**config.mk**
```make
export PLATFORM = sky130hd
export DESIGN_NAME = ps2Keyboard
export DESIGN_NICKNAME = d
export VERILOG_FILES = /design/src/ps2Pkg.sv /design/src/displayPkg.sv /design/src/displayScanner.sv /design/src/keyStringBuffer.sv /design/src/ps2Keyboard.sv /design/src/ps2Receiver.sv
export VERILOG_INCLUDE_DIRS = /design/src /design/src/src
export SDC_FILE = /design/constraint.sdc
export NUM_CORES = 1
export LEC_CHECK = 0
export BUFFER_PORTS_ARGS = -buffer_cell sky130_fd_sc_hd__buf_4
export CAP_MARGIN = 20
export CORE_MARGIN = 2
export CORE_UTILIZATION = 50
export CTS_CLUSTER_SIZE = 14
export DETAILED_ROUTE_END_ITERATION = 16
export GPL_TIMING_DRIVEN = 0
export PLACE_DENSITY = 0.67
export SYNTH_ARGS = -nofsm -noshare
export SYNTH_HDL_FRONTEND = slang
export SYNTH_SLANG_ARGS = --single-unit
```
**constraint.sdc**
```tcl
create_clock -name ck -period 5.6 [get_ports ck]
set_clock_uncertainty 0.15 [all_clocks]
set_input_delay 0 -clock ck [delete_from_list [all_inputs] [get_ports ck]]
set_output_delay 0 -clock ck [all_outputs]
set_load 0.02 [all_outputs]
```
**src/ps2_settings.svh**
```systemverilog
`ifndef PS2_SETTINGS_SVH
`define PS2_SETTINGS_SVH

//////////////////////////////////////////////////////////////////////
// PS/2 receiver timing, counted in system clock cycles
//////////////////////////////////////////////////////////////////////

// wait after a falling keyboard clock before the data bit is taken
`define PS2_SAMPLE_DELAY 130

// high keyboard clock longer than this drops a partial frame
`define PS2_FRAME_TIMEOUT 3700

// quiet time after which the next key starts a fresh string
// (about 5 s on the board, scaled down here)
`define PS2_IDLE_CYCLES 20000

//////////////////////////////////////////////////////////////////////
// display and frame geometry
//////////////////////////////////////////////////////////////////////

`define SCAN_CYCLES 16        // cycles each digit stays lit
`define NUM_DIGITS  8         // digits on the board
`define FRAME_BITS  11        // start, 8 data, parity, stop

`endif

```
**src/ps2Pkg.sv**
```systemverilog
`default_nettype none

// protocol side types: frame layout, received key and receiver FSM

package ps2Pkg;

    // one keyboard make/break code
    typedef logic [7:0] scanCode;

    // frame as it sits in the receiver shift register after all bits
    // have been shifted in from the top, first bit ends up in bit 0
    typedef struct packed {
        logic    stop;       // must be 1
        logic    parity;     // odd over data and parity
        scanCode data;       // LSB first on the wire
        logic    start;      // must be 0
    } ps2Frame;

    // result of one frame, valid and error are single cycle strobes
    typedef struct packed {
        scanCode code;
        logic    valid;
        logic    error;
    } keyEvent;

    // receiver FSM
    typedef enum logic [2:0] {
        Idle,                // waiting for start condition
        Delay,               // settling time after falling edge
        SaveBit,             // shift one bit in
        ClockLow,            // wait for keyboard clock to rise
        ClockHigh,           // wait for next fall, or time out
        Done                 // report frame
    } rxState;

endpackage

`default_nettype wire

```
**src/displayPkg.sv**
```systemverilog
`default_nettype none
`include "ps2_settings.svh"

// display side types and the key to glyph table

package displayPkg;

    typedef logic [6:0]             segments;   // {a,b,c,d,e,f,g}, low = lit
    typedef logic [`NUM_DIGITS-1:0] anodes;     // low = digit on

    localparam segments SegOff = 7'b1111111;

    //////////////////////////////////////////////////////////////////////
    // scan code set 2 to seven segment pattern
    //////////////////////////////////////////////////////////////////////
    function automatic segments glyphOf(ps2Pkg::scanCode code);
        case (code)
            // letters
            8'h1c:   glyphOf = 7'b0001000;    // a
            8'h32:   glyphOf = 7'b1100000;    // b
            8'h21:   glyphOf = 7'b0110001;    // c
            8'h23:   glyphOf = 7'b1000010;    // d
            8'h24:   glyphOf = 7'b0110000;    // e
            8'h2b:   glyphOf = 7'b0111000;    // f
            8'h34:   glyphOf = 7'b0100000;    // g
            8'h33:   glyphOf = 7'b1001000;    // h
            8'h43:   glyphOf = 7'b1111001;    // i
            8'h4b:   glyphOf = 7'b1110001;    // l
            8'h3a:   glyphOf = 7'b0001001;    // m
            8'h31:   glyphOf = 7'b1101010;    // n
            8'h44:   glyphOf = 7'b1100010;    // o
            8'h4d:   glyphOf = 7'b0011000;    // p
            8'h15:   glyphOf = 7'b0001100;    // q
            8'h2d:   glyphOf = 7'b1111010;    // r
            8'h1b:   glyphOf = 7'b0100100;    // s, same as 5
            8'h2c:   glyphOf = 7'b1110000;    // t
            8'h3c:   glyphOf = 7'b1000001;    // u
            8'h2a:   glyphOf = 7'b1100011;    // v
            8'h1a:   glyphOf = 7'b0010010;    // z, same as 2
            // digits on the top row
            8'h45:   glyphOf = 7'b0000001;    // 0
            8'h16:   glyphOf = 7'b1001111;    // 1
            8'h1e:   glyphOf = 7'b0010010;    // 2
            8'h26:   glyphOf = 7'b0000110;    // 3
            8'h25:   glyphOf = 7'b1001100;    // 4
            8'h2e:   glyphOf = 7'b0100100;    // 5
            8'h36:   glyphOf = 7'b0100000;    // 6
            8'h3d:   glyphOf = 7'b0001111;    // 7
            8'h3e:   glyphOf = 7'b0000000;    // 8
            8'h46:   glyphOf = 7'b0000100;    // 9
            default: glyphOf = SegOff;        // no glyph, blank
        endcase
    endfunction

endpackage

`default_nettype wire

```
**src/displayScanner.sv**
```systemverilog
`timescale 1ns/10ps
`default_nettype none
`include "ps2_settings.svh"

// time multiplexed drive of the eight seven-segment digits

module displayScanner (
    input  wire logic                  ck,
    input  wire logic                  reset,
    input  wire ps2Pkg::scanCode       chars [`NUM_DIGITS],
    input  wire logic [`NUM_DIGITS-1:0] filled,
    output displayPkg::anodes          anode,
    output displayPkg::segments        segment
);

    localparam int DivW   = $clog2(`SCAN_CYCLES + 1);
    localparam int DigitW = $clog2(`NUM_DIGITS);

    logic [DivW-1:0]   divCount;
    logic [DigitW-1:0] digit;
    logic              refresh;
    ps2Pkg::scanCode   current;

    //////////////////////////////////////////////////////////////////////
    // refresh divider and digit select
    //////////////////////////////////////////////////////////////////////
    assign refresh = divCount == DivW'(`SCAN_CYCLES - 1);

    always_ff @(posedge ck or posedge reset) begin
        if (reset) begin
            divCount <= '0;
        end else if (refresh) begin
            divCount <= '0;
        end else begin
            divCount <= divCount + 1'b1;
        end
    end

    always_ff @(posedge ck or posedge reset) begin
        if (reset) begin
            digit <= '0;
        end else if (refresh) begin
            if (digit == DigitW'(`NUM_DIGITS - 1))
                digit <= '0;                 // wrap back to the newest key
            else
                digit <= digit + 1'b1;
        end
    end

    //////////////////////////////////////////////////////////////////////
    // outputs
    //////////////////////////////////////////////////////////////////////

    // one hot low on the selected anode
    assign anode = ~(displayPkg::anodes'(1) << digit);

    assign current = chars[digit];

    always_comb begin
        if (filled[digit])
            segment = displayPkg::glyphOf(current);
        else
            segment = displayPkg::SegOff;    // empty digit stays dark
    end

endmodule

`default_nettype wire

```
**src/keyStringBuffer.sv**
```systemverilog
`timescale 1ns/10ps
`default_nettype none
`include "ps2_settings.svh"

// last NUM_DIGITS keys as a string, digit 0 is the newest

module keyStringBuffer (
    input  wire ps2Pkg::keyEvent   rxEvent,
    input  wire logic              ck,
    input  wire logic              reset,
    output ps2Pkg::scanCode        chars [`NUM_DIGITS],
    output logic [`NUM_DIGITS-1:0] filled
);

    localparam int IdleW = $clog2(`PS2_IDLE_CYCLES + 1);

    logic [IdleW-1:0] idleCount;
    logic             idleHit;

    //////////////////////////////////////////////////////////////////////
    // idle timer, saturates once the gap is long enough
    //////////////////////////////////////////////////////////////////////
    assign idleHit = idleCount == IdleW'(`PS2_IDLE_CYCLES);

    always_ff @(posedge ck or posedge reset) begin
        if (reset) begin
            idleCount <= '0;
        end else if (rxEvent.valid) begin
            idleCount <= '0;                  // restart on every key
        end else if (!idleHit) begin
            idleCount <= idleCount + 1'b1;
        end
    end

    //////////////////////////////////////////////////////////////////////
    // string storage
    //////////////////////////////////////////////////////////////////////

    // occupancy, bad frames never reach here since valid stays low
    always_ff @(posedge ck or posedge reset) begin
        if (reset) begin
            filled <= '0;
        end else if (rxEvent.valid) begin
            if (idleHit)
                filled <= `NUM_DIGITS'(1);    // fresh string, only the new key
            else
                filled <= {filled[`NUM_DIGITS-2:0], 1'b1};
        end
    end

    // characters move up one digit per key, oldest falls off the end
    always_ff @(posedge ck) begin
        if (rxEvent.valid) begin
            chars[0] <= rxEvent.code;
            for (int i = 1; i < `NUM_DIGITS; i++) begin
                chars[i] <= chars[i-1];
            end
        end
    end

endmodule

`default_nettype wire

```
**src/ps2Keyboard.sv**
```systemverilog
`timescale 1ns/10ps
`default_nettype none
`include "ps2_settings.svh"

// keyboard to display top level

module ps2Keyboard (
    input  wire logic           ck,
    input  wire logic           reset,
    input  wire logic           ps2Clk,
    input  wire logic           ps2Data,
    output displayPkg::anodes   anode,
    output displayPkg::segments segment,
    output ps2Pkg::scanCode     keyCode,
    output logic                keyValid,
    output logic                keyError
);

    ps2Pkg::keyEvent        rxEvent;
    ps2Pkg::scanCode        chars [`NUM_DIGITS];
    logic [`NUM_DIGITS-1:0] filled;

    ps2Receiver rx0 (
        .ck      (ck),
        .reset   (reset),
        .ps2Clk  (ps2Clk),
        .ps2Data (ps2Data),
        .rxEvent (rxEvent)
    );

    keyStringBuffer buf0 (
        .rxEvent (rxEvent),
        .ck      (ck),
        .reset   (reset),
        .chars   (chars),
        .filled  (filled)
    );

    displayScanner scan0 (
        .ck      (ck),
        .reset   (reset),
        .chars   (chars),
        .filled  (filled),
        .anode   (anode),
        .segment (segment)
    );

    // raw key strobes out for status LEDs
    assign keyCode  = rxEvent.code;
    assign keyValid = rxEvent.valid;
    assign keyError = rxEvent.error;

endmodule

`default_nettype wire

```
**src/ps2Receiver.sv**
```systemverilog
`timescale 1ns/10ps
`default_nettype none
`include "ps2_settings.svh"

// device to host PS/2 receiver, one keyEvent per complete frame

module ps2Receiver (
    input  wire logic       ck,
    input  wire logic       reset,
    input  wire logic       ps2Clk,
    input  wire logic       ps2Data,
    output ps2Pkg::keyEvent rxEvent
);

    localparam int DelayW   = $clog2(`PS2_SAMPLE_DELAY + 1);
    localparam int TimeoutW = $clog2(`PS2_FRAME_TIMEOUT + 1);
    localparam int BitW     = $clog2(`FRAME_BITS + 1);

    logic [1:0]          clkSync;
    logic [1:0]          dataSync;
    logic                clkPrev;
    logic                clkS;
    logic                dataS;
    logic                clkFall;
    ps2Pkg::rxState      state;
    ps2Pkg::rxState      stateNxt;
    logic [DelayW-1:0]   delayCount;
    logic [TimeoutW-1:0] timeoutCount;
    logic [BitW-1:0]     bitCount;
    ps2Pkg::ps2Frame     frame;
    logic                delayHit;
    logic                timeoutHit;
    logic                lastBit;
    logic                frameOk;

    //////////////////////////////////////////////////////////////////////
    // line synchronizers, both lines idle high
    //////////////////////////////////////////////////////////////////////
    always_ff @(posedge ck or posedge reset) begin
        if (reset) begin
            clkSync  <= 2'b11;
            dataSync <= 2'b11;
            clkPrev  <= 1'b1;
        end else begin
            clkSync  <= {clkSync[0], ps2Clk};
            dataSync <= {dataSync[0], ps2Data};
            clkPrev  <= clkSync[1];
        end
    end

    assign clkS    = clkSync[1];
    assign dataS   = dataSync[1];
    assign clkFall = clkPrev & ~clkS;

    assign delayHit   = delayCount == DelayW'(`PS2_SAMPLE_DELAY - 1);
    assign timeoutHit = timeoutCount == TimeoutW'(`PS2_FRAME_TIMEOUT - 1);
    assign lastBit    = bitCount == BitW'(`FRAME_BITS - 1);   // storing the stop bit

    //////////////////////////////////////////////////////////////////////
    // FSM
    //////////////////////////////////////////////////////////////////////
    always_comb begin
        stateNxt = state;
        case (state)
            ps2Pkg::Idle:
                if (clkFall && !dataS)
                    stateNxt = ps2Pkg::Delay;     // start bit seen
            ps2Pkg::Delay:
                if (delayHit)
                    stateNxt = ps2Pkg::SaveBit;
            ps2Pkg::SaveBit:
                stateNxt = lastBit ? ps2Pkg::Done : ps2Pkg::ClockLow;
            ps2Pkg::ClockLow:
                if (clkS)
                    stateNxt = ps2Pkg::ClockHigh;
            ps2Pkg::ClockHigh:
                if (timeoutHit)
                    stateNxt = ps2Pkg::Idle;      // keyboard gave up, drop it
                else if (!clkS)
                    stateNxt = ps2Pkg::Delay;
            ps2Pkg::Done:
                stateNxt = ps2Pkg::Idle;
            default:
                stateNxt = ps2Pkg::Idle;
        endcase
    end

    always_ff @(posedge ck or posedge reset) begin
        if (reset) begin
            state        <= ps2Pkg::Idle;
            delayCount   <= '0;
            timeoutCount <= '0;
            bitCount     <= '0;
        end else begin
            state        <= stateNxt;
            delayCount   <= (state == ps2Pkg::Delay) ? delayCount + 1'b1 : '0;
            timeoutCount <= (state == ps2Pkg::ClockHigh) ? timeoutCount + 1'b1 : '0;
            if (state == ps2Pkg::Idle)
                bitCount <= '0;
            else if (state == ps2Pkg::SaveBit)
                bitCount <= bitCount + 1'b1;
        end
    end

    // new bit enters at the top, start bit lands in bit 0
    always_ff @(posedge ck) begin
        if (state == ps2Pkg::SaveBit)
            frame <= {dataS, frame[$bits(frame)-1:1]};
    end

    // start low, stop high, odd parity over data plus parity bit
    assign frameOk = !frame.start && frame.stop && (^{frame.data, frame.parity});

    always_comb begin
        rxEvent.code  = frame.data;
        rxEvent.valid = (state == ps2Pkg::Done) && frameOk;
        rxEvent.error = (state == ps2Pkg::Done) && !frameOk;
    end

endmodule

`default_nettype wire

```
==> out/qor.yml <==
cp_max_fo: 74
synth.largest_area_cell: "edfxtp_1"
placed_cell_area_um2: 7170
yosys.area_share.simple: 0.123
grt_max_degree: 75
m1WireLength_mm: 6.08
syn_area_um2: 6720
cts_resized: 0
synth-compound-area-share: 0.0777
finalCritPeriodShare: 0.620
hold_ws_ps: 9.83
p_int_mw: 1.99
area_growth_pct: 15.8
dr_wl_met2_mm: 6.46
coreArea_um2: 13200
path_class: "register to output pin"
initial_utilization: 0.509
comb_power_share: 0.134
cts_hold_buf: 3
final_area_um2: 7770
yosys.area.top_type_share: 0.335
synth_cells: 544
crit_path_start_kind: "register"
synth.most_common_cell: "edfxtp_1"
critPathRequiredTime_ps: 5450
pre_cts_slack_ps: 2410
r2r_start: "rx0.rxEvent[7]"
p_sw_uw: 696
p_seq_frac: 0.463
drc_errors: 0
synth_xor_area_frac: 0.0483
grt_pass1_wl_mm: 22.1
routed_wirelength_mm: 13.3
pwr_density_cell_nw_per_um2: 346
gp_congestion: 0.863
row_count: 42
finalHoldViolCount: 0
min_period_ps: 3470
grt_pass1_vias: 4304
top_layer: "met4"
grt-ovfl-total: 0
drtAntennaViolNets: 0
post_synth_num_cell_types: 59
tns_ps: 0
die-area_um2: 14400
htree_levels: 4
synth_top_family_by_area: "simple AND/OR/NAND/NOR gates"
synth_edf_count: 75
async_flop_share: 0.457
muxShareOfSynthArea: 0.0939
syn_avg_cell_area_um2: 12.3
fmax_mhz: 288
slew_headroom: 0.352
clk_path_buf_depth: 2
seq_area_um2: 3830
status: "completed"
worstHoldPathType: "input port to asynchronous set/reset pin"
peakVddDrop_v: 0.000283
multi_input_area_um2: 2600
critPathArrivalTime_ps: 3320
crit_path_end_kind: "output pin"
worst_slack_ps: 2130
drv_slew: 0
met3_wirelength_um: 535
final_core_util: 0.589
cts_buffers: 17
final_cells: 784
p_leak_nw: 3.02
cts_sinks: 138
drt_iter0_drc: 419
cts_tree: "done"
pin_count: 29
vias: 4357
antenna_found_initial: 0
nFillCells: 1068
clkTransAtPathRegs_ps: 60
clock_latency_ps: 410
die_w_um: 120
wire_per_inst_um: 16.9
grt_use_total: 0.197
synthAdderAreaFrac: 0.0447
synth-seq-cells: 138
clkPwrFrac: 0.403
yosys-top-cells-area: "edfxtp_1, dfrtp_1, mux4_2, ha_1, nand2_1"
r2r-end: "buf0.chars[46]"
yosys-top-cells-count: "edfxtp_1, dfrtp_1, nand2_1"
root_buffer: "clkbuf_16"
maxCapViolCount: 0
ys_warn_count: 0
viasPerCell: 5.56
synth_ff_type: "edfxtp_1"
dp_cells: 749
setup_viol: 0
cts_setup_buffers: 0
rr_worst_depth: 6
synth-seq-area-share: 0.571
dp_hpwl_mm: 8.88
fin_total_pwr_mw: 2.69
syn-num-nets: 572
p_sw_frac: 0.259
dr.pass1.iters: 5
reg2reg_setup_slack_ps: 2420
nNetsFinal: 623
dieHeight_um: 120
portBuffers: 28
antenna_cells: 0
layout-drive-gt1-share: 0.197
rsz0062_at_grt: "false"
tightest_slew_ps: 971
-- critical path, stage by stage, from the launching register on --
cell      delay, ps
edfxtp_1        460
xnor2_1         250
xnor2_1         170
xnor2_1         160
xnor2_1         150
nor4b_4         530
clkbuf_4        910
buf_4           280
-- state kept, by name, indices dropped and copies added, names as in the netlist, 3 cells and up --
name	count
buf0.chars	64
buf0.filled	8
buf0.idleCount	15
rx0.bitCount	4
rx0.delayCount	8
rx0.frame	3
rx0.rxEvent	8
rx0.state	3
rx0.timeoutCount	12
scan0.digit	3
scan0.divCount	5
-- how the worst max path moves through the flow --
stage / to / slack, ps / cells past startpoint / from
after CTS: keyValid / 2060 / 7 / rx0.rxEvent[7]
after floorplan: buf0.chars[0] / 1400 / 6 / rx0.rxEvent[5]
after global routing: keyValid / 1860 / 7 / rx0.rxEvent[7]
after detailed placement: buf0.chars[22] / 2410 / 6 / rx0.rxEvent[5]
after global placement: buf0.chars[38] / 640 / 6 / rx0.rxEvent[9]
final: keyValid / 2130 / 7 / rx0.rxEvent[7]
-- cell families (layout without fill, tap and decap cells) --
group                    after synthesis  in the layout
buffers and inverters                 54            118
adder cells (fa/ha/maj)               24             24
flip-flops                           138            138
AO/OA/AOI/OAI                         77             77
AND/OR/NAND/NOR                      177            177
multiplexers                          37             37
XOR/XNOR                              37             37
-- layer usage --
layer	track usage	vias up
li1	-	2072
met1	0.267	2153
met2	0.313	114
met3	0.0513	18
met4	0.0640	0
met5	0	-
-- area by class of cell --
type | count | share of cell area
timing repair buffer | 32 | 0.0335
clock inverter | 9 | 0.0124
inverter | 29 | 0.0140
multi-input combinational | 352 | 0.335
tap | 176 | 0.0283
sequential | 138 | 0.493
clock buffer | 23 | 0.0615
buffer | 25 | 0.0222
-- cell usage in the layout, fill, tap and decap left out, types with 5 or more instances in the layout --
cell type  instances
a21oi_1           15
a31oi_1            9
and3_1             6
buf_2              6
buf_4             38
clkbuf_1           7
clkbuf_16         17
clkinv_2           5
dfrtp_1           58
dfstp_2            5
edfxtp_1          75
ha_1              24
inv_1             24
inv_2              5
mux2_2             5
mux2i_1           11
mux2i_4            5
mux4_2            15
nand2_1           58
nand3_1           26
nand4_1            6
nor2_1            50
nor3_1             8
o21ai_0           16
or3_1              6
xnor2_1           15
xor2_1            22
-- power by group through the flow --
stage / combinational, mW / sequential (mW) / clock, mW
after floorplan: 0.277 / 1.24 / 0
after global placement: 0.339 / 1.26 / 0
after detailed placement: 0.355 / 1.26 / 0
after CTS: 0.363 / 1.24 / 1.10
after global routing: 0.405 / 1.26 / 1.15
final: 0.360 / 1.24 / 1.08
Power figures use the tool's default switching activity.
